--- config.mk ---
export PLATFORM = sky130hd
export DESIGN_NAME = instr_decoder
export DESIGN_NICKNAME = d
export VERILOG_FILES = /design/src/rtl/ooo_pkg.sv /design/src/rtl/instr_decoder.sv
export VERILOG_INCLUDE_DIRS = /design/src /design/src/include
export SDC_FILE = /design/constraint.sdc
export NUM_CORES = 1
export LEC_CHECK = 0
export BUFFER_PORTS_ARGS = -buffer_cell sky130_fd_sc_hd__buf_2
export CAP_MARGIN = 25
export CORE_MARGIN = 3
export CORE_UTILIZATION = 30
export DETAILED_ROUTE_END_ITERATION = 8
export GPL_TIMING_DRIVEN = 0
export PLACE_DENSITY = 0.86
export SLEW_MARGIN = 20
export SYNTH_ARGS = -nofsm -noshare
export SYNTH_HDL_FRONTEND = slang
export SYNTH_SLANG_ARGS = --single-unit
--- constraint.sdc ---
create_clock -name vclk -period 1
set_input_delay 0.1 -clock vclk [all_inputs]
set_output_delay 0.1 -clock vclk [all_outputs]
set_load 0.1 [all_outputs]
--- src/include/ooo_params.svh ---
`ifndef OOO_PARAMS_SVH
`define OOO_PARAMS_SVH

// datapath
`define XLEN 32

// register files
`define ARCH_REGS 32
`define PHYS_REGS 64
`define PTAG_W 6

// window sizes
`define ROB_DEPTH 16
`define ROB_IDX_W 4
`define RS_DEPTH 4

// multiplier pipeline stages
`define MUL_LATENCY 3

`endif
--- src/rtl/ooo_pkg.sv ---
`include "ooo_params.svh"

package ooo_pkg;

    typedef enum logic [2:0] {
        ALU_ADD,
        ALU_SUB,
        ALU_AND,
        ALU_OR,
        ALU_XOR,
        ALU_SLT
    } alu_op_t;

    typedef struct packed {
        logic                  has_dest;  // low for rd == x0
        logic [4:0]            rd;
        logic [4:0]            rs1;
        logic [4:0]            rs2;
        logic                  use_imm;
        logic [`XLEN-1:0]      imm;
        alu_op_t               op;
        logic                  is_mul;
        logic                  legal;
    } uop_t;

    typedef struct packed {
        logic                  ready;
        logic [`PTAG_W-1:0]    tag;
        logic [`XLEN-1:0]      value;
    } src_t;

    typedef struct packed {
        alu_op_t               op;
        logic [`PTAG_W-1:0]    dest;
    } alu_payload_t;

    typedef struct packed {
        logic [`PTAG_W-1:0]    dest;
    } mul_payload_t;

    typedef struct packed {
        logic                  valid;
        logic [`PTAG_W-1:0]    tag;
        logic [`ROB_IDX_W-1:0] rob;
        logic [`XLEN-1:0]      value;
    } cdb_t;

    typedef struct packed {
        logic                  valid;
        logic                  write;
        logic [4:0]            rd;
        logic [`XLEN-1:0]      value;
    } commit_t;

endpackage

--- src/rtl/instr_decoder.sv ---
`timescale 1ns/100ps
`include "ooo_params.svh"

module instr_decoder (
    input  logic [`XLEN-1:0] instr,
    output ooo_pkg::uop_t    uop
);
    import ooo_pkg::*;

    logic [6:0] opcode;
    logic [6:0] funct7;
    logic [2:0] funct3;

    assign opcode = instr[6:0];
    assign funct3 = instr[14:12];
    assign funct7 = instr[31:25];

    always_comb begin
        uop.rd       = instr[11:7];
        uop.has_dest = (instr[11:7] != 5'd0);  // x0 is never written
        uop.rs1      = instr[19:15];
        uop.rs2      = instr[24:20];
        uop.imm      = {{(`XLEN-12){instr[31]}}, instr[31:20]};
        uop.use_imm  = 1'b0;
        uop.op       = ALU_ADD;
        uop.is_mul   = 1'b0;
        uop.legal    = 1'b0;
        case (opcode)
            7'b0010011: begin  // op-imm accepts addi only
                uop.use_imm = 1'b1;
                uop.legal   = (funct3 == 3'b000);
            end
            7'b0110011: begin
                uop.legal = 1'b1;
                case ({funct7, funct3})
                    10'b0000000_000: uop.op = ALU_ADD;
                    10'b0100000_000: uop.op = ALU_SUB;
                    10'b0000000_111: uop.op = ALU_AND;
                    10'b0000000_110: uop.op = ALU_OR;
                    10'b0000000_100: uop.op = ALU_XOR;
                    10'b0000000_010: uop.op = ALU_SLT;
                    10'b0000001_000: uop.is_mul = 1'b1;  // low half of product
                    default:         uop.legal = 1'b0;
                endcase
            end
            default: uop.legal = 1'b0;
        endcase
    end

endmodule

==> qor.csv <==
stage,metric,value,unit
pwr,ir_drop,0.000680,V
critical_path,crit_path_end,uop[4],
sta,hold_viol,0,
drt,wl_per_cell,11.8,um
critical_path,crit_arrival,1.19,ns
pwr,power,1.13,mW
finish,regArea,0,sq um
floorplanning,die_area,2340,sq um
global_routing,grt.busiest_layer,met2,
finish,nClkBuffers,0,
clocking,ctsHoldBuffers,0,
drt,viasPerCell,4.19,
synth,yosys.cell_types.count,18,
critical_path,cp_max_fo,3,
global_routing,antenna_found_initial,0,
synth,yosys.area.top_type,buf_4,
synth,synth_fp_nets,106,
placement,place_ws,-0.660,ns
drt,drtAntennaViolNets,0,
global_routing,use_met1,0.204,
global_routing,use_met3,0.0368,
floorplanning,fp-row-count,14,
finish,seq_cells,0,
global_routing,met2_usage,0.344,
sta,clock.fmax,773,MHz
finish,area_growth,119,%
synth,synth_mux_area_frac,0.0186,
floorplanning,die_h,48.4,um
placement,io_buffers,76,
sta,period_share,1.29,
run_status,violations,negative setup slack,
min_path,hp-class,in2out,
floorplanning,ioPinCount,86,
drt,firstDrtPassIters,4,
drt,drt-total-wl,2080,um
finish,final_layout_size_suffix_gt1_frac,0.901,
global_routing,grt_pass1_vias,751,
placement,gp_congestion,0.646,
sta,holdWs,0.545,ns
global_routing,grt_pass1_wl,3490,um
synth,synth_warnings,0,
finish,final_common_cell,buf_2,
global_routing,gr-total-overflow,0,
drt,drc,0,
critical_path,critPathKind,in2out,
synth,synth-adder-area-share,0.0186,
sta,setup_ws,-0.293,ns
pwr,leakagePower,0.660,nW
synth,ys_seq_area_frac,0,
synth,synth_top_family_by_area,buffers and inverters,
synth,syn_inst,74,
critical_path,cp-startpoint,instr[6],
drt,num_vias,737,
run,maxCapViolCount,0,
finish,antenna_cells,0,
finish,layout_common_cells,"buf_2, buf_4, buf_6, buf_12, nor4b_4",
sta,tns,-1.43,ns
finish,nets,186,
finish,n_fill_cell,110,
synth,synthXorXnorAreaFrac,0.0162,
floorplanning,die_x,48.4,um
synth,syn-cell-area,539,sq um
sta,worstMarginPinSlew,0.496,ns
synth,synth_compound_area_frac,0.0441,
sta,slew_violations,0,
synth,syn_avg_cell_area,7.29,sq um
floorplanning,coreArea,1590,sq um
critical_path,start_kind,input port,
sta,fin_crit,1.29,ns
run_status,status,finished with violations,
floorplanning,initial_core_util,0.338,
synth,yosys-top-cells-area,"buf_4, nor4b_2, nor3_1",
sta,rsz0062_at_grt,yes,
critical_path,cp.required,0.90,ns
drt,first_iter_violations,3,
pwr,power_density,955,nW/um^2
synth,yosys.area_share.simple,0.234,
synth,yosys.area.top_type_share,0.654,
global_routing,grt_usage,0.177,
sta,setup_violations,6,
sta,max_slew_margin,0.672,
critical_path,worst_setup_path_end_kind,primary output,
global_routing,grt_max_degree,24,
## power by group
group | leakage [nW] | switching [mW] | internal, mW
registers | 0 | 0 | 0
clock network | 0 | 0 | 0
logic | 0.660 | 0.880 | 0.247
## worst min path at each step
stage / startpoint / endpoint / cells past startpoint / slack (ns)
2_1_floorplan: instr[5] / uop[37] / 1 / 0.30
3_3_place_gp: instr[21] / uop[6] / 2 / 0.58
3_5_place_dp: instr[20] / uop[5] / 2 / 0.58
4_1_cts: instr[5] / uop[37] / 3 / 0.54
5_1_grt: instr[5] / uop[37] / 3 / 0.57
6_report: instr[5] / uop[37] / 3 / 0.54
## critical path, stage by stage
cell and delay (ns):
buf_6 0.09, and4b_1 0.26, buf_4 0.12, and4_4 0.26, and3_4 0.20, buf_12 0.17
## routing by layer
metal	vias to the layer above	routed length (um)
met5	-	0
met4	0	16
met3	2	243
met2	58	1050
met1	320	770
li1	357	-
## what timing repair did
action	in CTS	in global routing
buffers inserted	2	0
pin swaps	5	2
setup endpoints to repair	27	6
resized for setup	37	3
## Yosys cell counts
master,count
mux2i_1,1
o2bb2ai_1,1
and4_1,1
nand4_1,2
nor2_1,4
nor4b_2,2
maj3_1,1
a21boi_0,1
nor4b_1,1
xor2_1,1
nor4_1,1
a211oi_1,1
and3_1,2
nand2_1,2
buf_4,47
inv_1,2
and4b_1,1
nor3_1,3
## final cells by class
class	instances	area [sq um]	share of cell area
inverter	2	7.51	0.00636
buffer	47	353	0.299
tap	24	30.0	0.0255
timing repair buffer	78	514	0.436
multi-input combinational	25	275	0.233
## cell families after synthesis
kind of cell	after synthesis
AO/OA/AOI/OAI	3
XOR/XNOR	1
AND/OR/NAND/NOR	19
adder cells (fa/ha/maj)	1
multiplexers	1
buffers and inverters	49
## metrics by stage
stage	instances	cell area, sq um	utilization
2_1_floorplan	74	596	-
3_3_place_gp	174	1010	0.631
3_5_place_dp	174	1010	0.631
4_1_cts	176	1160	0.731
5_1_grt	176	1180	0.740
6_report	176	1180	0.740
Note: power is estimated with default switching activity, not from simulation.
