--- config.mk ---
export PLATFORM = sky130hd
export DESIGN_NAME = phys_reg_file
export DESIGN_NICKNAME = d
export VERILOG_FILES = /design/src/rtl/ooo_pkg.sv /design/src/rtl/phys_reg_file.sv
export VERILOG_INCLUDE_DIRS = /design/src /design/src/include
export SDC_FILE = /design/constraint.sdc
export NUM_CORES = 2
export LEC_CHECK = 0
export ABC_CLOCK_PERIOD_IN_PS = 8500
export BUFFER_PORTS_ARGS = -buffer_cell sky130_fd_sc_hd__buf_2
export CAP_MARGIN = 0
export CORE_AREA = 2 2 551 416
export DETAILED_ROUTE_END_ITERATION = 10
export DIE_AREA = 0 0 553 418
export PLACE_DENSITY = 0.76
export SLEW_MARGIN = 30
export SYNTH_ARGS = -nofsm -noshare
export SYNTH_HDL_FRONTEND = slang
export SYNTH_SLANG_ARGS = --single-unit
--- constraint.sdc ---
create_clock -name clk -period 8.5 [get_ports clk]
set_input_delay 0.425 -clock clk [delete_from_list [all_inputs] [get_ports clk]]
set_output_delay 0.425 -clock clk [all_outputs]
set_load 0.01 [all_outputs]
--- src/include/ooo_params.svh ---
`ifndef OOO_PARAMS_SVH
`define OOO_PARAMS_SVH

// datapath
`define XLEN 32

// register files
`define ARCH_REGS 32
`define PHYS_REGS 64
`define PTAG_W 6

// window sizes
`define ROB_DEPTH 16
`define ROB_IDX_W 4
`define RS_DEPTH 4

// multiplier pipeline stages
`define MUL_LATENCY 3

`endif
--- src/rtl/ooo_pkg.sv ---
`include "ooo_params.svh"

package ooo_pkg;

    typedef enum logic [2:0] {
        ALU_ADD,
        ALU_SUB,
        ALU_AND,
        ALU_OR,
        ALU_XOR,
        ALU_SLT
    } alu_op_t;

    typedef struct packed {
        logic                  has_dest;  // low for rd == x0
        logic [4:0]            rd;
        logic [4:0]            rs1;
        logic [4:0]            rs2;
        logic                  use_imm;
        logic [`XLEN-1:0]      imm;
        alu_op_t               op;
        logic                  is_mul;
        logic                  legal;
    } uop_t;

    typedef struct packed {
        logic                  ready;
        logic [`PTAG_W-1:0]    tag;
        logic [`XLEN-1:0]      value;
    } src_t;

    typedef struct packed {
        alu_op_t               op;
        logic [`PTAG_W-1:0]    dest;
    } alu_payload_t;

    typedef struct packed {
        logic [`PTAG_W-1:0]    dest;
    } mul_payload_t;

    typedef struct packed {
        logic                  valid;
        logic [`PTAG_W-1:0]    tag;
        logic [`ROB_IDX_W-1:0] rob;
        logic [`XLEN-1:0]      value;
    } cdb_t;

    typedef struct packed {
        logic                  valid;
        logic                  write;
        logic [4:0]            rd;
        logic [`XLEN-1:0]      value;
    } commit_t;

endpackage

--- src/rtl/phys_reg_file.sv ---
`timescale 1ns/100ps
`include "ooo_params.svh"

module phys_reg_file (
    input  logic               clk,
    input  logic               reset,
    input  logic [`PTAG_W-1:0] src1_tag,
    input  logic [`PTAG_W-1:0] src2_tag,
    input  logic               alloc,
    input  logic [`PTAG_W-1:0] alloc_tag,
    output ooo_pkg::src_t      src1,
    output ooo_pkg::src_t      src2,
    input  ooo_pkg::cdb_t      cdb [2]
);
    import ooo_pkg::*;

    logic [`XLEN-1:0]      regs [`PHYS_REGS];
    logic [`PHYS_REGS-1:0] ready;

    function automatic src_t read_tag(input logic [`PTAG_W-1:0] tag);
        src_t s;
        s.ready = ready[tag];
        s.tag   = tag;
        s.value = regs[tag];
        // bypass a result landing this cycle
        for (int b = 0; b < 2; b++) begin
            if (cdb[b].valid && cdb[b].tag == tag && tag != '0) begin
                s.ready = 1'b1;
                s.value = cdb[b].value;
            end
        end
        return s;
    endfunction

    always_comb begin
        src1 = read_tag(src1_tag);
        src2 = read_tag(src2_tag);
    end

    always_ff @(posedge clk) begin
        if (reset) begin
            ready <= {{(`PHYS_REGS - `ARCH_REGS){1'b0}}, {`ARCH_REGS{1'b1}}};
            for (int i = 0; i < `ARCH_REGS; i++) begin
                regs[i] <= '0;
            end
        end else begin
            if (alloc)
                ready[alloc_tag] <= 1'b0;
            for (int b = 0; b < 2; b++) begin
                if (cdb[b].valid && cdb[b].tag != '0) begin  // p0 stays zero
                    regs[cdb[b].tag]  <= cdb[b].value;
                    ready[cdb[b].tag] <= 1'b1;
                end
            end
        end
    end

endmodule

==> impl_metrics.csv <==
group,metric,value,unit
sta,hold_viol_final,0,
worst_setup_path,slowest_delay,0.80,ns
floorplanning,io_pins,185,
synthesis,synth-edff-count,2048,
sta,rsz0062_at_grt,"false",
worst_setup_path,setup.worst_path.end_class,"primary output",
place,hpwl,284,mm
power,power_leakage,44.1,nW
final_layout,final_nets,8034,
clock_network,path_clk_slew,0.07,ns
clock_network,cts_tree,"built",
floorplanning,core_area,225000,um^2
synthesis,async_flop_share,0,
synthesis,synth_seq_cells,2112,
sta,fin_crit,5.49,ns
global_route,grt_max_degree,109,
synthesis,synth_area_leaders,"edfxtp_1 (50%), mux4_2 (16%), mux2_2 (9.9%)",
power,p_seq_frac,0.488,
power,p_sw,6.47,mW
sta,worstMarginPinSlew,1.23,ns
place,post-place-ws,3.31,ns
sta,setup_ws,3.01,ns
final_layout,area_growth,8.01,%
power,power_density,183,nW/um^2
global_route,grt.overflow.total,0,
global_route,antenna_found_initial,38,
worst_setup_path,crit_fanout,45,
detailed_routing,drt_first_pass_iters,9,
sta,fin_setup_tns,0,ns
power,ir_worst_vdd,0.200,mV
sta,setup_viol,0,
worst_setup_path,crit_required,8.08,ns
clock_network,clockRootBuffer,"clkbuf_16",
power,p_comb_frac,0.133,
synthesis,synth_top_area_share,0.498,
power,switching_share,0.265,
outcome,status,"completed",
sta,fmax,182,MHz
detailed_routing,vias,92200,
global_route,grt_usage,0.417,
synthesis,yosysSeqAreaShare,0.509,
detailed_routing,drt_iter0_markers,19300,
worst_setup_path,cp_slowest_cell,"buf_4",
detailed_routing,viasPerCell,8.31,
worst_setup_path,cp-start-kind,"input pin",
worst_setup_path,critical_path_class,"in2out",
detailed_routing,wire_per_inst,44.4,um
place,place.gp.congestion,0.985,
global_route,grt_pass1_vias,88800,
synthesis,synthCells,8390,
worst_setup_path,arrival,5.07,ns
clock_network,cts_buffers,208,
power,intPower,17.9,mW
worst_setup_path,cp_common_cell,"buf_4",
detailed_routing,wl,493,mm
detailed_routing,ant_nets,0,
floorplanning,initial_core_util,0.548,
sta,finClkSkew,0,ns
synthesis,synth_top_flop_cell,"edfxtp_1",
synthesis,synthesis.area_per_instance,14.7,um^2
synthesis,yosys_warnings,0,
floorplanning,die_h,418,um
sta,post-route-period-util,0.646,
global_route,grt_pass1_wl,677,mm
clock_network,htree_levels,4,
sta,finalMaxSlewViolations,0,
floorplanning,dieArea,231000,um^2
clock_network,cts_sinks,2112,
worst_hold_path,hold_path.class,"in2reg",
detailed_routing,drc,0,
final_layout,drive_above_1_share,0.366,
clock_network,clk_path_buf_depth,4,
run,maxCapViolCount,0,
synthesis,yosysTopAreaCell,"edfxtp_1",
synthesis,netlist-cell-type-count,65,
sta,relSlewSlack,0.174,
worst_setup_path,r2r_slack,7.71,ns
power,clockPowerShare,0.379,
clock_network,cts_setup_buffers,0,
clock_network,cts-resized-gates,0,
floorplanning,fp.dieW,553,um
place,io_buffers,176,
synthesis,yosysMostFrequentCell,"edfxtp_1",
synthesis,synth_commonest_cells,"edfxtp_1 (2048), mux2_2 (1083), a22o_1 (992), mux4_2 (885), clkbuf_1 (741)",
floorplanning,rows,151,
clock_network,cts_hold_buf,0,
worst_setup_path,path_cells,"buf_8 -> buf_4 -> buf_4 -> mux4_2 -> o21ai_0 -> o21ai_1 -> a2111oi_2 -> nor2_1 -> buf_2",
synthesis,synth_area,123000,um^2
clock_network,clock_latency,0.86,ns
[cell families (layout without fill, tap and decap cells)]
family / Yosys count / after routing / synth area share
other: 1 / 57 / 0.0000304
and+or+nand+nor: 665 / 665 / 0.0256
muxes: 2476 / 2476 / 0.302
xor gates and xnor gates: 24 / 24 / 0.00170
buffers and inverters: 1208 / 879 / 0.0431
DFF: 2112 / 2112 / 0.509
AOI/OAI and AO/OA: 1904 / 1904 / 0.120
[layout make-up]
cell class | instances | area [um^2]
Inverter | 6 | 31.3
Multi-Input combinational cell | 5101 | 56800
Sequential cell | 2112 | 62800
Tap cell | 2983 | 3730
Fill cell | 16800 | 91900
Antenna cell | 25 | 62.6
Clock buffer | 256 | 5470
Timing Repair Buffer | 498 | 3580
Clock inverter | 119 | 946
[stage by stage]
stage	cell area, um^2	cells	hold WS, ns	power [mW]	utilization
finish	133000	11100	0.0510	24.4	0.592
global route	133000	11100	0.0610	24.8	0.592
CTS	133000	11100	0.0337	24.1	0.591
detailed placement	127000	10700	0.481	15.2	0.563
global placement	127000	10700	0.460	15.1	0.563
floorplan	124000	8421	0.450	14.0	-
[final timing paths]
kind / from / endpoint / cells past startpoint
min reg2reg: ready[4] / ready[4] / 2
min: cdb[64] / regs[39][21] / 2
max reg2reg: ready[53] / ready[53] / 3
max: src2_tag[1] / src2[9] / 9
[metal layers]
layer | vias up | GRT usage | part of all wire
li1 | 33600 | - | -
met1 | 45900 | 0.517 | 0.31
met2 | 10400 | 0.572 | 0.41
met3 | 2387 | 0.193 | 0.19
met4 | 16 | 0.300 | 0.087
met5 | - | 0.00145 | 0.00028
[sequential cells by signal, indices dropped and copies added, names as in the netlist]
name	count
ready	64
regs	2048
[placed cells by master (no fill, tap or decap), types with 56 or more instances in the layout]
cell / n
edfxtp_1: 2048
mux2_2: 1083
a22o_1: 992
mux4_2: 885
mux2i_1: 497
buf_4: 306
clkbuf_16: 209
nand2_1: 199
o21ai_0: 185
buf_2: 167
a22oi_1: 155
o22ai_1: 142
a21oi_1: 111
nor2_1: 101
nand2b_1: 75
o211ai_1: 68
dfxtp_1: 64
clkinv_1: 58
nor3_1: 56
[power groups by stage]
stage,clock [mW],combinational (mW),sequential [mW]
floorplan,0,1.97,12.1
global placement,0,2.99,12.1
detailed placement,0,3.05,12.1
CTS,9.17,3.06,11.9
global route,9.57,3.25,11.9
finish,9.24,3.23,11.9
[worst max-delay path: cells and delay by family]
family	cells	cell delay (ns)
AND/OR/NAND/NOR	1	0.28
multiplexers	1	0.61
AO/OA/AOI/OAI	3	1.41
buffers and inverters	4	2.11
Power figures use the tool's default switching activity.
