`src/include/ooo_params.svh`:
```
`ifndef OOO_PARAMS_SVH
`define OOO_PARAMS_SVH

// datapath
`define XLEN 32

// register files
`define ARCH_REGS 32
`define PHYS_REGS 64
`define PTAG_W 6

// window sizes
`define ROB_DEPTH 16
`define ROB_IDX_W 4
`define RS_DEPTH 4

// multiplier pipeline stages
`define MUL_LATENCY 3

`endif
```
`src/rtl/ooo_pkg.sv`:
```
`include "ooo_params.svh"

package ooo_pkg;

    typedef enum logic [2:0] {
        ALU_ADD,
        ALU_SUB,
        ALU_AND,
        ALU_OR,
        ALU_XOR,
        ALU_SLT
    } alu_op_t;

    typedef struct packed {
        logic                  has_dest;  // low for rd == x0
        logic [4:0]            rd;
        logic [4:0]            rs1;
        logic [4:0]            rs2;
        logic                  use_imm;
        logic [`XLEN-1:0]      imm;
        alu_op_t               op;
        logic                  is_mul;
        logic                  legal;
    } uop_t;

    typedef struct packed {
        logic                  ready;
        logic [`PTAG_W-1:0]    tag;
        logic [`XLEN-1:0]      value;
    } src_t;

    typedef struct packed {
        alu_op_t               op;
        logic [`PTAG_W-1:0]    dest;
    } alu_payload_t;

    typedef struct packed {
        logic [`PTAG_W-1:0]    dest;
    } mul_payload_t;

    typedef struct packed {
        logic                  valid;
        logic [`PTAG_W-1:0]    tag;
        logic [`ROB_IDX_W-1:0] rob;
        logic [`XLEN-1:0]      value;
    } cdb_t;

    typedef struct packed {
        logic                  valid;
        logic                  write;
        logic [4:0]            rd;
        logic [`XLEN-1:0]      value;
    } commit_t;

endpackage

```
`src/rtl/multiplier.sv`:
```
`timescale 1ns/100ps
`include "ooo_params.svh"

module multiplier (
    input  logic                  clk,
    input  logic                  reset,
    input  logic                  issue,
    input  ooo_pkg::mul_payload_t payload,
    input  logic [`ROB_IDX_W-1:0] rob,
    input  logic [`XLEN-1:0]      a,
    input  logic [`XLEN-1:0]      b,
    output ooo_pkg::cdb_t         result
);
    import ooo_pkg::*;

    // each stage carries its own tag and rob slot
    cdb_t             stage [`MUL_LATENCY];
    logic [`XLEN-1:0] product;

    assign product = a * b;  // low word only
    assign result  = stage[`MUL_LATENCY-1];

    always_ff @(posedge clk) begin
        if (reset) begin
            for (int i = 0; i < `MUL_LATENCY; i++) begin
                stage[i].valid <= 1'b0;
            end
        end else begin
            stage[0] <= '{valid: issue, tag: payload.dest, rob: rob, value: product};
            for (int i = 1; i < `MUL_LATENCY; i++) begin
                stage[i] <= stage[i-1];
            end
        end
    end

endmodule

```
`config.mk`:
```
export PLATFORM = sky130hd
export DESIGN_NAME = multiplier
export DESIGN_NICKNAME = d
export VERILOG_FILES = /design/src/rtl/ooo_pkg.sv /design/src/rtl/multiplier.sv
export VERILOG_INCLUDE_DIRS = /design/src /design/src/include
export SDC_FILE = /design/constraint.sdc
export NUM_CORES = 1
export LEC_CHECK = 0
export CAP_MARGIN = 20
export CORE_MARGIN = 10
export CORE_UTILIZATION = 30
export CTS_CLUSTER_SIZE = 12
export DETAILED_ROUTE_END_ITERATION = 12
export DONT_BUFFER_PORTS = 1
export GPL_TIMING_DRIVEN = 0
export PLACE_DENSITY = 0.45
export SYNTH_ARGS = -nofsm -noshare
export SYNTH_HDL_FRONTEND = slang
export SYNTH_SLANG_ARGS = --single-unit
```
`constraint.sdc`:
```
create_clock -name clk -period 9.2 [get_ports clk]
set_input_delay 0.46 -clock clk [delete_from_list [all_inputs] [get_ports clk]]
set_output_delay 0.46 -clock clk [all_outputs]
set_load 0.01 [all_outputs]
```
==> results.md, run 1 <==
* Clock skew at 0.004476 ns
* CP endpoint kind: flop
* Worst slew pin tran at 1.224 ns
* RSZ-0062 raised after global routing: no
* Gate Count Post-Synth at 2072
* Placed insts at 3005
* Die Footprint at 80190 sq um
* Vias/cell at 4.556
* Top flop regs: stage x129
* DRT iter0 DRCs at 883
* Layout area overhead at 8.520%
* Drt drc at 0
* Seq cells post-synth at 129
* Post-synth ARST share at 0
* Area after DPL at 21990 sq um
* Number of flip-flops in the largest register at 129
* Gr ovfl total at 0
* Critical Path RT at 9.35 ns
* Top-area cell type share of the netlist area at 0.3931
* Rows at 96
* Run status: complete, no violations
* Non-filler cells, final at 3039
* Post-layout min period at 7.922 ns
* Worst r2r src: stage[0][28]
* Synthesized Nets at 2680
* Setup crit start kind: primary input
* Bufs on Longest Clock Path at 2
* Most common cell after layout, fill and taps aside: fa_1
* Initial antenna violation count at 0
* Layout cells sized above 1 at 0.04796
* Chip height at 283.2 um
* Largest Register: stage
* Post-Synthesis Cell Area at 20780 sq um
* CTS HTree Levels at 4
* Core Footprint at 68590 sq um
* Global-route wire length before repair at 101.5 mm
* Max Transition Viols Final at 0
* Vias in the first global route at 15340
* Slew margin rel. at 0.1838
* Most used DFF post-synth: edfxtp_1
* Synthesis warning total at 0
* Dpl hpwl at 55.48 mm
* Max-cap violations at 0
* Min Hold Slack at 0.1852 ns
* Setup TNS Final at 0 ns
* Clock tree from TritonCTS: built
* Syn Area/Cell at 10.03 sq um
* Starting density of the core at 0.3030
* Number of synthesized flops with an enable pin at 126
* Routed length per instance at 22.26 um
* # port buffers at 0
* Routed wire length at 67.63 mm
* Hold wc startpoint: issue
* Synth area leaders: fa_1 39%, edfxtp_1 18%, and2_1 8.7%
* Clock buffer count from CTS at 17
* Register area share after synthesis at 0.1850
* Cell taking the most area after synthesis: fa_1
* Nets at 2701
* GP Congestion at 0.8954
* Worst EP arrival at 8.07 ns
* Final period util at 0.8611
* Final Instance Area at 22550 sq um
* Routed Antenna Nets at 0
* Final setup fails at 0
* Via count at 13850
* # hold bufs at CTS at 0
* Postcts setup bufs at 0
* Clock slew at reported path FFs at 0.06 ns
* Die width at 283.2 um
* Worst setup path start: a[3]
* Total Routing Usage GR at 0.1699
* Most frequent cells in the layout: 408 x fa_1, 392 x inv_1, 289 x and2_1, 255 x nand2_1, 126 x edfxtp_1
* Clk_lat worst skew at 0.41 ns
* Final Hold Fails at 0
* Distinct cells, synth at 56
* Crit Path Class: primary input to flop
* CTS sink cnt at 129
* Ports at 120
* Post-CTS Resized at 0
* Largest net degree at the start of global routing at 96
* Fmax at 126.2 MHz
* CP max FO at 10
* Worst hold-check path type: primary input to flop
* Detailed Routing Iterations Pass 1 at 5
* CTS root buf: clkbuf_16
## cells in the mapped netlist, types with 2 or more instances
cell         n
o211ai_1     3
a31oi_1      4
and2_1     289
nor2_2       2
o21a_1       4
nor2b_1    106
clkbuf_1    91
and3_1       4
xnor2_2      6
nor4b_1      2
nand2_1    255
o21bai_1     2
fa_1       408
nor4_1       2
a221oi_1     2
a211oi_1     5
ha_1       123
inv_1      393
o2111ai_1    2
nand2b_1     2
buf_2        7
dfxtp_1      3
xor2_1      21
xnor2_1     51
nand2_2      3
nor2_1      39
nor3_1       8
buf_4       45
a21oi_1     22
a21o_1       6
edfxtp_1   126
o21ai_0     11
o21ai_1      2
## area by class of cell
type                            instances  area (sq um)
Fill cell                            7126         46040
Tap cell                              931          1165
Sequential cell                       129          3844
Inverter                              393          1480
Buffer                                144         718.2
Clock buffer                           19         432.9
Timing Repair Buffer                    2         42.54
Clock inverter                         13         120.1
Antenna cell                            2         5.005
Multi-Input combinational cell       1406         14740
## worst paths after layout
check / end / slack [ns] / depth (start not counted)
setup reg to reg: stage[0][71] / 8.42 / 1
hold / removal: stage[0][42] / 0.19 / 1
setup / recovery: stage[0][31] / 1.28 / 22
hold reg to reg: stage[0][128] / 0.44 / 1
## cells by family (layout without fill, tap and decap cells)
| group | Yosys count | after routing | share of synthesized area |
|---|---|---|---|
| xor gates and xnor gates | 79 | 79 | 0.03613 |
| adders and majority gates | 531 | 531 | 0.4672 |
| other | 0 | 2 | 0 |
| and+or+nand+nor | 719 | 719 | 0.1812 |
| DFF | 129 | 129 | 0.1850 |
| buffers and inverters | 537 | 571 | 0.1056 |
| muxes | 1 | 1 | 0.0004817 |
| AOI/OAI and AO/OA | 76 | 76 | 0.02451 |
## worst max-delay path: stages
cell	delay [ns]
clkbuf_1	0.64
clkbuf_1	0.95
and2_1	0.27
fa_1	0.44
fa_1	0.42
fa_1	0.52
inv_1	0.06
fa_1	0.47
inv_1	0.05
fa_1	0.44
ha_1	0.31
fa_1	0.50
fa_1	0.41
ha_1	0.37
nand2_1	0.11
nor2_1	0.28
nand2_1	0.16
o211ai_2	0.33
o2111ai_1	0.33
a31oi_1	0.30
xnor2_1	0.16
nor2_1	0.06
## metal layers
metal	part of all wire	vias up	routed length, um	track usage
li1	-	6146	-	-
met1	0.43	7210	28750	0.2181
met2	0.49	436	33240	0.2894
met3	0.065	55	4416	0.03650
met4	0.018	0	1227	0.03764
met5	0	-	0	0
## metrics by stage
stage,setup slack [ns],utilization
2_1_floorplan,2.409,-
3_3_place_gp,0.8688,0.3199
3_5_place_dp,0.8795,0.3206
4_1_cts,1.314,0.3287
5_1_grt,1.043,0.3287
6_report,1.278,0.3288
Power of run 1 is not shown: default switching activity piles up to over one toggle a cycle in this logic, so the estimate is an artifact.
==> run 2: changes to the inputs <==
CELL_PAD_IN_SITES_DETAIL_PLACEMENT = 1   (was default)
CELL_PAD_IN_SITES_GLOBAL_PLACEMENT = 2   (was default)
PLACE_DENSITY = 0.62   (was 0.45)
==> results.md, run 2 (synthesis results as in run 1) <==
* RSZ-0062 raised after global routing: no
* CP delay by family, top: adder cells
* Final Instance Area at 22610 sq um (+0.28%)
* CP endpoint kind: flop
* Most common cell after layout, fill and taps aside: fa_1
* Clock skew at 0.008545 ns (+0.004069 ns)
* CP max FO at 10 (unchanged)
* Worst hold-check path type: primary input to flop
* Final period util at 0.8575 (-0.003580)
* Via count at 13870 (+0.14%)
* Layout area overhead at 8.822%
* Sequential Area at 3844 sq um (unchanged)
* Worst EP arrival at 8.02 ns (-0.05 ns)
* # hold bufs at CTS at 0 (unchanged)
* Number of flip-flops in the largest register at 129 (unchanged)
* Drt drc at 0 (unchanged)
* Vias/cell at 4.562 (+0.11%)
* Post-CTS Resized at 0 (unchanged)
* CP bufs+invs at 4 (unchanged)
* Fmax at 126.8 MHz (+0.42%)
* Run status: complete, no violations
* Setup crit start kind: primary input
* Top flop regs: stage x129
* Initial antenna violation count at 3 (+3)
* Clk_lat worst skew at 0.41 ns (about the same)
* Slew margin rel. at 0.2517 (+0.06791)
* Ports at 120 (unchanged)
* Largest net degree at the start of global routing at 96 (unchanged)
* Final Core Density at 0.3297 (+0.0009120)
* Clock buffer count from CTS at 17 (unchanged)
* Most used cell, CP: fa_1
* Routed Antenna Nets at 0 (unchanged)
* Bufs on Longest Clock Path at 2 (unchanged)
* Gr ovfl total at 0 (unchanged)
* Slowest stage delay, CP at 0.79 ns (-0.16 ns)
* GP Congestion at 0.9104 (+1.7%)
* CTS sink cnt at 129 (unchanged)
* Post-layout min period at 7.889 ns (-0.03294 ns)
* Max-cap violations at 0 (unchanged)
* Detailed Routing Iterations Pass 1 at 5 (unchanged)
* Die width at 283.2 um (unchanged)
* Starting density of the core at 0.3030 (unchanged)
* Critical path, cell by cell: clkbuf_1 -> clkbuf_1 -> and2_1 -> fa_1 -> fa_1 -> fa_1 -> inv_1 -> fa_1 -> inv_1 -> fa_1 -> fa_1 -> fa_1 -> fa_1 -> ha_1 -> and2_1 -> and3_1 -> and2_1 -> a221oi_1 -> o21ai_2 -> mux2i_1 -> o311ai_1
* Final Hold Fails at 0 (unchanged)
* Total Routing Usage GR at 0.1794 (+0.009447)
* Clock tree from TritonCTS: built
* Crit Path Class: primary input to flop
* Clock slew at reported path FFs at 0.06 ns (about the same)
* Fillers at 7770 (+9.0%)
* # port buffers at 0 (unchanged)
* Max Transition Viols Final at 0 (unchanged)
* Global-route wire length before repair at 106.8 mm (+5.2%)
* Dpl hpwl at 59.12 mm (+6.6%)
* CTS root buf: clkbuf_16
* Routed length per instance at 23.52 um (+5.7%)
* Die Footprint at 80190 sq um (unchanged)
* DRT iter0 DRCs at 854 (-3.3%)
* Routed wire length at 71.50 mm (+5.7%)
* Nets at 2702 (+0.037%)
* Critical Path RT at 9.33 ns (-0.02 ns)
* Layout cells sized above 1 at 0.04888 (+0.0009265)
* Vias in the first global route at 15850 (+3.4%)
* Largest Register: stage
* Worst slew pin tran at 1.122 ns (-0.1019 ns)
* Final setup fails at 0 (unchanged)
* Slowest CP cell: clkbuf_1
* CTS HTree Levels at 4 (unchanged)
* Multi-input gate area at 14740 sq um (unchanged)
* Most frequent cells in the layout: 408 x fa_1, 392 x inv_1, 289 x and2_1, 255 x nand2_1, 126 x edfxtp_1
* Postcts setup bufs at 0 (unchanged)
* Core Footprint at 68590 sq um (unchanged)
* Area after DPL at 22010 sq um (about the same)
* Rows at 96 (unchanged)
* Chip height at 283.2 um (unchanged)
* Setup TNS Final at 0 ns (unchanged)
[run 2: final timing paths]
check	start	endpoint	slack [ns]	depth (start not counted)
max reg2reg	stage[0][43]	stage[0][86]	8.39	1
max	a[12]	stage[0][28]	1.31	21
min reg2reg	stage[0][85]	stage[0][128]	0.46	1
min	issue	stage[0][42]	0.19	1
[run 2: area by class of cell]
| type | count | share of cell area |
|---|---|---|
| multi-input combinational | 1406 | 0.6519 |
| sequential | 129 | 0.1700 |
| inverter | 393 | 0.06546 |
| tap | 931 | 0.05152 |
| buffer | 144 | 0.03176 |
| clock buffer | 19 | 0.01915 |
| clock inverter | 13 | 0.007415 |
| timing repair buffer | 3 | 0.002545 |
| antenna | 2 | 0.0002213 |
[run 2: stage by stage]
step	cells	setup WS (ns)	hold WS, ns
after CTS	3038	1.202	0.1765
final	3040	1.311	0.1925
after global routing	3038	1.022	0.1850
after detailed placement	3006	0.7407	0.4392
after global placement	3003	0.8011	0.4227
after floorplan	2072	2.409	0.4138
[run 2: per-layer routing]
metal  up-vias  GRT usage  share of wire  routed length (um)
li1       6147          -              -                   -
met1      7316     0.2389           0.44               31740
met2       347     0.3050           0.48               34590
met3        57    0.02690          0.054                3836
met4         0    0.03697          0.019                1331
met5         -          0              0                   0
Power of run 2 is left out for the same reason.
