[src/include/ooo_params.svh]
`ifndef OOO_PARAMS_SVH
`define OOO_PARAMS_SVH

// datapath
`define XLEN 32

// register files
`define ARCH_REGS 32
`define PHYS_REGS 64
`define PTAG_W 6

// window sizes
`define ROB_DEPTH 16
`define ROB_IDX_W 4
`define RS_DEPTH 4

// multiplier pipeline stages
`define MUL_LATENCY 3

`endif
[src/rtl/ooo_pkg.sv]
`include "ooo_params.svh"

package ooo_pkg;

    typedef enum logic [2:0] {
        ALU_ADD,
        ALU_SUB,
        ALU_AND,
        ALU_OR,
        ALU_XOR,
        ALU_SLT
    } alu_op_t;

    typedef struct packed {
        logic                  has_dest;  // low for rd == x0
        logic [4:0]            rd;
        logic [4:0]            rs1;
        logic [4:0]            rs2;
        logic                  use_imm;
        logic [`XLEN-1:0]      imm;
        alu_op_t               op;
        logic                  is_mul;
        logic                  legal;
    } uop_t;

    typedef struct packed {
        logic                  ready;
        logic [`PTAG_W-1:0]    tag;
        logic [`XLEN-1:0]      value;
    } src_t;

    typedef struct packed {
        alu_op_t               op;
        logic [`PTAG_W-1:0]    dest;
    } alu_payload_t;

    typedef struct packed {
        logic [`PTAG_W-1:0]    dest;
    } mul_payload_t;

    typedef struct packed {
        logic                  valid;
        logic [`PTAG_W-1:0]    tag;
        logic [`ROB_IDX_W-1:0] rob;
        logic [`XLEN-1:0]      value;
    } cdb_t;

    typedef struct packed {
        logic                  valid;
        logic                  write;
        logic [4:0]            rd;
        logic [`XLEN-1:0]      value;
    } commit_t;

endpackage

[src/rtl/reorder_buffer.sv]
`timescale 1ns/100ps
`include "ooo_params.svh"

module reorder_buffer (
    input  logic                  clk,
    input  logic                  reset,
    input  logic                  dispatch,
    input  ooo_pkg::uop_t         uop,
    input  logic [`PTAG_W-1:0]    dest_tag,
    input  logic [`PTAG_W-1:0]    old_tag,
    output logic [`ROB_IDX_W-1:0] alloc_idx,
    output logic                  full,
    input  ooo_pkg::cdb_t         cdb [2],
    output ooo_pkg::commit_t      commit,
    output logic                  commit_free,
    output logic [`PTAG_W-1:0]    commit_tag
);
    localparam int CNT_W  = `ROB_IDX_W + 1;
    localparam int AREG_W = $clog2(`ARCH_REGS);

    logic [`ROB_IDX_W-1:0] head;
    logic [`ROB_IDX_W-1:0] tail;
    logic [CNT_W-1:0]      count;
    logic [`ROB_DEPTH-1:0] busy;
    logic [`ROB_DEPTH-1:0] done;
    logic [`ROB_DEPTH-1:0] has_dest;
    logic [AREG_W-1:0]     arch_rd [`ROB_DEPTH];
    logic [`PTAG_W-1:0]    new_tag [`ROB_DEPTH];
    logic [`PTAG_W-1:0]    prev_tag [`ROB_DEPTH];
    logic [`XLEN-1:0]      value [`ROB_DEPTH];

    assign alloc_idx = tail;
    assign full      = (count == CNT_W'(`ROB_DEPTH));

    // retire the head as soon as its result is in
    assign commit.valid = busy[head] & done[head];
    assign commit.write = has_dest[head];
    assign commit.rd    = arch_rd[head];
    assign commit.value = value[head];
    assign commit_free  = commit.valid & has_dest[head];
    assign commit_tag   = prev_tag[head];

    always_ff @(posedge clk) begin
        if (reset) begin
            head  <= '0;
            tail  <= '0;
            count <= '0;
            busy  <= '0;
            done  <= '0;
        end else begin
            if (dispatch) begin
                busy[tail] <= 1'b1;
                done[tail] <= 1'b0;
                tail       <= tail + 1'b1;
            end
            for (int b = 0; b < 2; b++) begin
                if (cdb[b].valid)
                    done[cdb[b].rob] <= 1'b1;
            end
            if (commit.valid) begin
                busy[head] <= 1'b0;
                head       <= head + 1'b1;
            end
            count <= count + CNT_W'(dispatch) - CNT_W'(commit.valid);
        end
        if (dispatch) begin
            has_dest[tail] <= uop.has_dest;
            arch_rd[tail]  <= uop.rd;
            new_tag[tail]  <= dest_tag;
            prev_tag[tail] <= old_tag;
        end
        for (int b = 0; b < 2; b++) begin
            if (cdb[b].valid)
                value[cdb[b].rob] <= cdb[b].value;
        end
    end

    assert property (@(posedge clk) disable iff (reset) dispatch |-> !full);

    // a result must land on a live slot, once, under the tag renamed at dispatch
    for (genvar b = 0; b < 2; b++) begin : g_bus_check
        assert property (@(posedge clk) disable iff (reset)
            cdb[b].valid |-> busy[cdb[b].rob] && !done[cdb[b].rob]
                && (!has_dest[cdb[b].rob] || new_tag[cdb[b].rob] == cdb[b].tag));
    end

endmodule

[config.mk]
export PLATFORM = sky130hd
export DESIGN_NAME = reorder_buffer
export DESIGN_NICKNAME = d
export VERILOG_FILES = /design/src/rtl/ooo_pkg.sv /design/src/rtl/reorder_buffer.sv
export VERILOG_INCLUDE_DIRS = /design/src /design/src/include
export SDC_FILE = /design/constraint.sdc
export NUM_CORES = 1
export LEC_CHECK = 0
export ABC_AREA = 0
export BUFFER_PORTS_ARGS = -buffer_cell sky130_fd_sc_hd__buf_2
export CAP_MARGIN = 40
export CORE_UTILIZATION = 50
export DETAILED_ROUTE_END_ITERATION = 16
export PLACE_DENSITY_LB_ADDON = 0.3
export SYNTH_ARGS = -nofsm -noshare
export SYNTH_HDL_FRONTEND = slang
export SYNTH_SLANG_ARGS = --single-unit
[constraint.sdc]
create_clock -name clk -period 4.15 [get_ports clk]
set_clock_uncertainty 0.2 [all_clocks]
set_input_delay 0.2075 -clock clk [delete_from_list [all_inputs] [get_ports clk]]
set_output_delay 0.2075 -clock clk [all_outputs]
set_load 0.01 [all_outputs]
==> results of run 1 <==
[worst max path at each step]
stage               startpoint     endpoint  slack [ns]  cells past startpoint
global route           head[1]     count[4]        0.34                     13
finish                 head[1]     count[4]        0.45                     13
global placement       head[1]     count[4]        0.59                     13
CTS                    head[1]     count[4]        0.45                     13
floorplan              cdb[76]  value[8][0]        0.42                      2
detailed placement     head[1]     count[4]        0.54                     13
[per-layer routing]
metal | up-vias | routed length [um] | GRT usage [%]
met1 | 10214 | 36500 | 34.8
met3 | 121 | 6420 | 4.78
met5 | - | 46 | 0
met4 | 8 | 1870 | 7.30
met2 | 747 | 43100 | 40.4
li1 | 8168 | - | -
[cell usage after synthesis (3+ instances only)]
master | instances | area [um^2]
nand3_1 | 3 | 15.0
or3_1 | 5 | 31.3
buf_6 | 10 | 113
a211oi_1 | 17 | 128
o21ba_2 | 4 | 40.0
nand2b_1 | 9 | 56.3
nand2_1 | 36 | 135
clkbuf_1 | 100 | 375
mux4_2 | 224 | 5040
buf_2 | 59 | 295
and2_1 | 4 | 25.0
o22ai_1 | 10 | 62.6
edfxtp_1 | 704 | 21100
buf_1 | 7 | 26.3
nor2_1 | 50 | 188
nor3b_1 | 3 | 22.5
nand3b_1 | 4 | 30.0
xnor2_1 | 3 | 26.3
mux2_2 | 514 | 5790
nor3_1 | 5 | 25.0
ha_1 | 14 | 175
inv_1 | 23 | 86.3
a21oi_1 | 17 | 85.1
xor2_1 | 3 | 26.3
o21ai_0 | 9 | 45.0
nor2b_1 | 8 | 50.1
dfxtp_1 | 49 | 981
[cell families (layout without fill, tap and decap cells)]
logic type,count (synthesis),count (layout),share of synthesized area [%]
compound gates,61,61,1.11
xor+xnor,6,6,0.149
fa+ha+maj,15,15,0.555
simple gates,133,133,1.77
buf+inv,200,492,2.57
mux,742,742,31.0
flops,753,753,62.9
[power groups by stage]
stage / combinational (uW) / clock, uW / sequential [uW]
6_report: 1180 / 7210 / 8640
5_1_grt: 1260 / 7600 / 8660
4_1_cts: 1180 / 7300 / 8640
3_5_place_dp: 1080 / 0 / 8800
3_3_place_gp: 1030 / 0 / 8780
2_1_floorplan: 694 / 0 / 8780
[registers in the layout, summed over array words and instances (netlist names), named ones only]
register	cells
value	512
prev_tag	96
arch_rd	80
busy	16
done	16
has_dest	16
count	5
alloc_idx	4
head	4
[critical path, delay by kind of cell (launching register included)]
| family | cells | cell delay (ns) |
|---|---|---|
| DFF | 1 | 0.49 |
| buffers and inverters | 3 | 0.26 |
| AOI/OAI and AO/OA | 3 | 0.82 |
| and+or+nand+nor | 3 | 0.49 |
| muxes | 1 | 0.36 |
| adders and majority gates | 3 | 0.95 |
[layout make-up]
class,instances,area (um^2),share of cell area (%)
clock buffers,103,2170,5.29
clock inverters,46,498,1.21
inverters,24,95.1,0.232
multi-input cells,957,12500,30.3
flip-flops and latches,753,22100,53.9
well taps,931,1160,2.84
repair buffers,319,2540,6.18
[metrics by stage]
stage	utilization (%)	setup slack, ns
final	59.4	0.451
after global placement	53.7	0.586
after CTS	59.4	0.450
after detailed placement	53.9	0.542
after global routing	59.4	0.339
after floorplan	-	0.420
[repair_timing]
action	CTS	global route
hold buffers	113	0
gates resized for setup	0	0
hold endpoints to repair	729	0
setup buffers	0	0
==> impl_metrics.ini, run 1 <==
[yosys]
async_flop_share_pct = 0
synthFlopType = edfxtp_1
synth-seq-area-share_pct = 62.9
ys_ff_latch = 753
synth_edf_count = 704
yosysWarnings = 0
synth_nets = 2080
syn_avg_cell_area_um2 = 18.4
syn_area_mm2 = 0.0352
synth_cells = 1910
synth_cell_types = 41

[floorplan]
start_util_pct = 51.0
core_mm2 = 0.0691
num_rows = 96
io_pins = 206
die-area_mm2 = 0.0714
die_w_um = 267
die_h_um = 267

[setup_path]
slowest_delay_ns = 0.49
rr_startpoint = head[1]
end_kind = register
r2r_cells = 13
reg2reg_slack_ns = 0.45
worstSetupPathType = reg2reg
worstPathRequired_ns = 4.48
cp_max_fo = 7
crit_chain = inv_6, mux4_2, nor3_1, a211oi_1, inv_1, ha_1, inv_1, ha_1, fa_1, a21oi_1, nor2_1, or3_1, a21oi_1
critPathLaunchType = register
cp_slowest_cell = dfxtp_1
regToRegEndpoint = count[4]
cp.arrival_ns = 4.03

[run]
cap_viol_max_count = 0

[global_routing]
antenna_found_initial = 4
track_usage_pct = 25.1
grt_max_degree = 78
gr-total-overflow = 0
grt_pass1_wl_mm = 130
grt_pass1_vias = 20195

[power_and_ir_drop]
p_leak_uw = 0.0132
ir_drop_v = 0.000311
comb_power_share_pct = 6.9
p_clk_share_pct = 42.3
power_uw = 17000
power_switching_uw = 3760
cellPowerDensity_mw_per_mm2 = 415
power_frac_seq_pct = 50.8
p_int_uw = 13300
sw_frac_of_total_pct = 22.1

[outcome]
status = complete, no violations

[hold_path]
hold_depth = 3
min_from = cdb[76]
whs_endpoint = value[12][22]
hp-class = in2reg

[sta]
slew_violations = 0
max_freq_ghz = 0.270
setup_viol = 0
maxSlewHeadroom_pct = 39.4
rsz0062_at_grt = false
finalHoldWorstSlack_ns = 0.108
tns_ns = 0
fin_crit_ns = 3.70
hold_viol = 0
timing.final.crit_share_pct = 89.1
tightestPinTransition_ns = 0.909

[cts]
cts_tree = built
clk_latency_ns = 0.65
cts.htree.levels = 3
cts.sinks = 753
cts-root-buf = clkbuf_16
clock_path_buffers = 3
path_clk_slew_ns = 0.06
cts_inserted_buffers = 82

[final_layout]
areaGrowthSynthToFinish_pct = 16.7
fillers = 5108
final_common_cell = edfxtp_1
fin_area_mm2 = 0.0411
final_cell_mix = 704 x edfxtp_1, 514 x mux2_2, 224 x mux4_2
nNetsFinal = 2307
antennaDiodeCount = 0
stdcell_count = 3133
layout-drive-gt1-share_pct = 50.0

[route]
vias = 19258
drc_errors = 0
viasPerCell = 6.15
postRouteAntennaNets = 0
wirelength_mm = 87.9
drtPass1Iterations = 5
drtIter0Drc = 1951
wl_per_cell_um = 28.1

[place]
dp.cells = 2871
routabilityCongestion = 0.823
post_dp_cell_area_mm2 = 0.0373
hpwl_mm = 51.0
port_buffers = 139
Note: power is estimated with default switching activity, not from simulation.
==> inputs of run 2 (changes only) <==
--- a/config.mk
+++ b/config.mk
@@ -9,7 +9,8 @@
 export ABC_AREA = 0
 export BUFFER_PORTS_ARGS = -buffer_cell sky130_fd_sc_hd__buf_2
 export CAP_MARGIN = 40
-export CORE_UTILIZATION = 50
+export CORE_ASPECT_RATIO = 0.7
+export CORE_UTILIZATION = 61
 export DETAILED_ROUTE_END_ITERATION = 16
 export PLACE_DENSITY_LB_ADDON = 0.3
 export SYNTH_ARGS = -nofsm -noshare
==> run 2 against run 1 <==
Against the previous run: total power down 5.7%; count of clock-buffer cells in the layout decreased by 8; sequential power about the same; largest cell class unchanged.
==> impl_metrics.ini, run 2 (synthesis results as in run 1) <==
[outcome]
status = complete, no violations

[global_routing]
grt_max_degree = 80
gr-total-overflow = 0
track_usage_pct = 31.1
antenna_found_initial = 5
grt_pass1_wl_mm = 131
grt_pass1_vias = 20183

[route]
postRouteAntennaNets = 0
dr_wl_met3_mm = 7.39
route.met2.wl_mm = 43.9
drtIter0Drc = 2524
route.top_layer_used = met5
drc_errors = 0
viasPerCell = 6.74
wirelength_mm = 89.2
wl_per_cell_um = 30.5
vias = 19706
wl_met1_mm = 35.2
drtPass1Iterations = 6

[power_and_ir_drop]
ir_drop_v = 0.000271
power_uw = 16000
p_leak_uw = 0.0129
cellPowerDensity_mw_per_mm2 = 397

[final_layout]
stdcell_count = 2925
areaGrowthSynthToFinish_pct = 14.8
final_common_cell = edfxtp_1
layout-drive-gt1-share_pct = 49.4
nNetsFinal = 2289
largest_reg_flops = 512
final_cell_mix = 704 x edfxtp_1, 514 x mux2_2, 224 x mux4_2
fin_area_mm2 = 0.0404

[sta]
timing.final.crit_share_pct = 90.5
rsz0062_at_grt = false
setup_viol = 0
fin_crit_ns = 3.76
hold_viol = 0
tightestPinTransition_ns = 0.917
max_freq_ghz = 0.266
slew_violations = 0
maxSlewHeadroom_pct = 38.6
tns_ns = 0

[hold_path]
whs_endpoint = value[3][11]
hp-class = in2reg
hold_depth = 3
min_from = cdb[78]

[floorplan]
core_mm2 = 0.0569
io_pins = 206
die_w_um = 289
die-area_mm2 = 0.0587
start_util_pct = 61.8
die_h_um = 203
num_rows = 73

[cts]
path_clk_slew_ns = 0.06
cts_hold_buf = 113
cts.sinks = 753
clk_latency_ns = 0.61
cts_tree = built
cts_inserted_buffers = 71
cts-root-buf = clkbuf_16
clock_path_buffers = 3
cts.htree.levels = 3
post_cts_buffers = 0
cts_resized = 0

[place]
routabilityCongestion = 0.857
hpwl_mm = 48.0
post_dp_cell_area_mm2 = 0.0371
port_buffers = 139
dp.cells = 2682

[setup_path]
worstSetupPathType = reg2reg
critPathTopFamily = simple AND/OR/NAND/NOR gates
r2r_cells = 14
regToRegEndpoint = count[4]
cp_num_buf_inv = 4
worstPathRequired_ns = 4.47
slowest_delay_ns = 0.67
reg2reg_slack_ns = 0.39
rr_startpoint = head[1]
critPathLaunchType = register
cp_max_fo = 10
cp.arrival_ns = 4.08
cp_slowest_cell = dfxtp_1
crit_chain = inv_6, mux4_2, nor3_1, a211oi_1, buf_4, inv_1, ha_1, inv_1, ha_1, fa_1, a21oi_1, nor2_1, or3_1, a21oi_1
end_kind = register

[run]
cap_viol_max_count = 0
## run 2: routing by layer
metal | vias to the layer above | track usage (%)
met5 | - | 0
met1 | 10297 | 43.3
met3 | 199 | 5.64
met4 | 4 | 9.62
met2 | 1076 | 50.2
li1 | 8130 | -
## run 2: area by class of cell
class	instances	area, um^2
Clock buffer	95	1960
Fill cell	3464	16500
Sequential cell	753	22100
Tap cell	750	938
Clock inverter	31	185
Antenna cell	3	7.51
Timing Repair Buffer	312	2630
Multi-Input combinational cell	957	12500
Inverter	24	95.1
## run 2: worst min-delay path, stage by stage
cell      delay, ns
buf_2          0.10
or2_2          0.25
o21bai_4       0.17
## run 2: worst max-delay path by stage
| stage | start | depth (start not counted) | to |
|---|---|---|---|
| after floorplan | cdb[76] | 2 | value[8][0] |
| after global placement | head[1] | 14 | count[4] |
| after detailed placement | head[1] | 14 | count[4] |
| after CTS | head[1] | 14 | count[4] |
| after global routing | head[1] | 14 | count[4] |
| final | head[1] | 14 | count[4] |
## run 2: where the power goes
part	switching, uW	total (uW)	internal, uW
combinational	624	1200	572
sequential	74.9	8640	8570
clock	2820	6210	3390
total	3520	16000	12500
## run 2: per-stage QoR
stage | hold WS [ns] | util (%) | worst slack, ns
5_1_grt | 0.0958 | 71.0 | 0.157
6_report | 0.103 | 71.0 | 0.395
3_5_place_dp | 0.282 | 65.2 | 0.472
2_1_floorplan | 0.106 | - | 0.420
4_1_cts | 0.0703 | 70.9 | 0.434
3_3_place_gp | 0.270 | 64.7 | 0.573
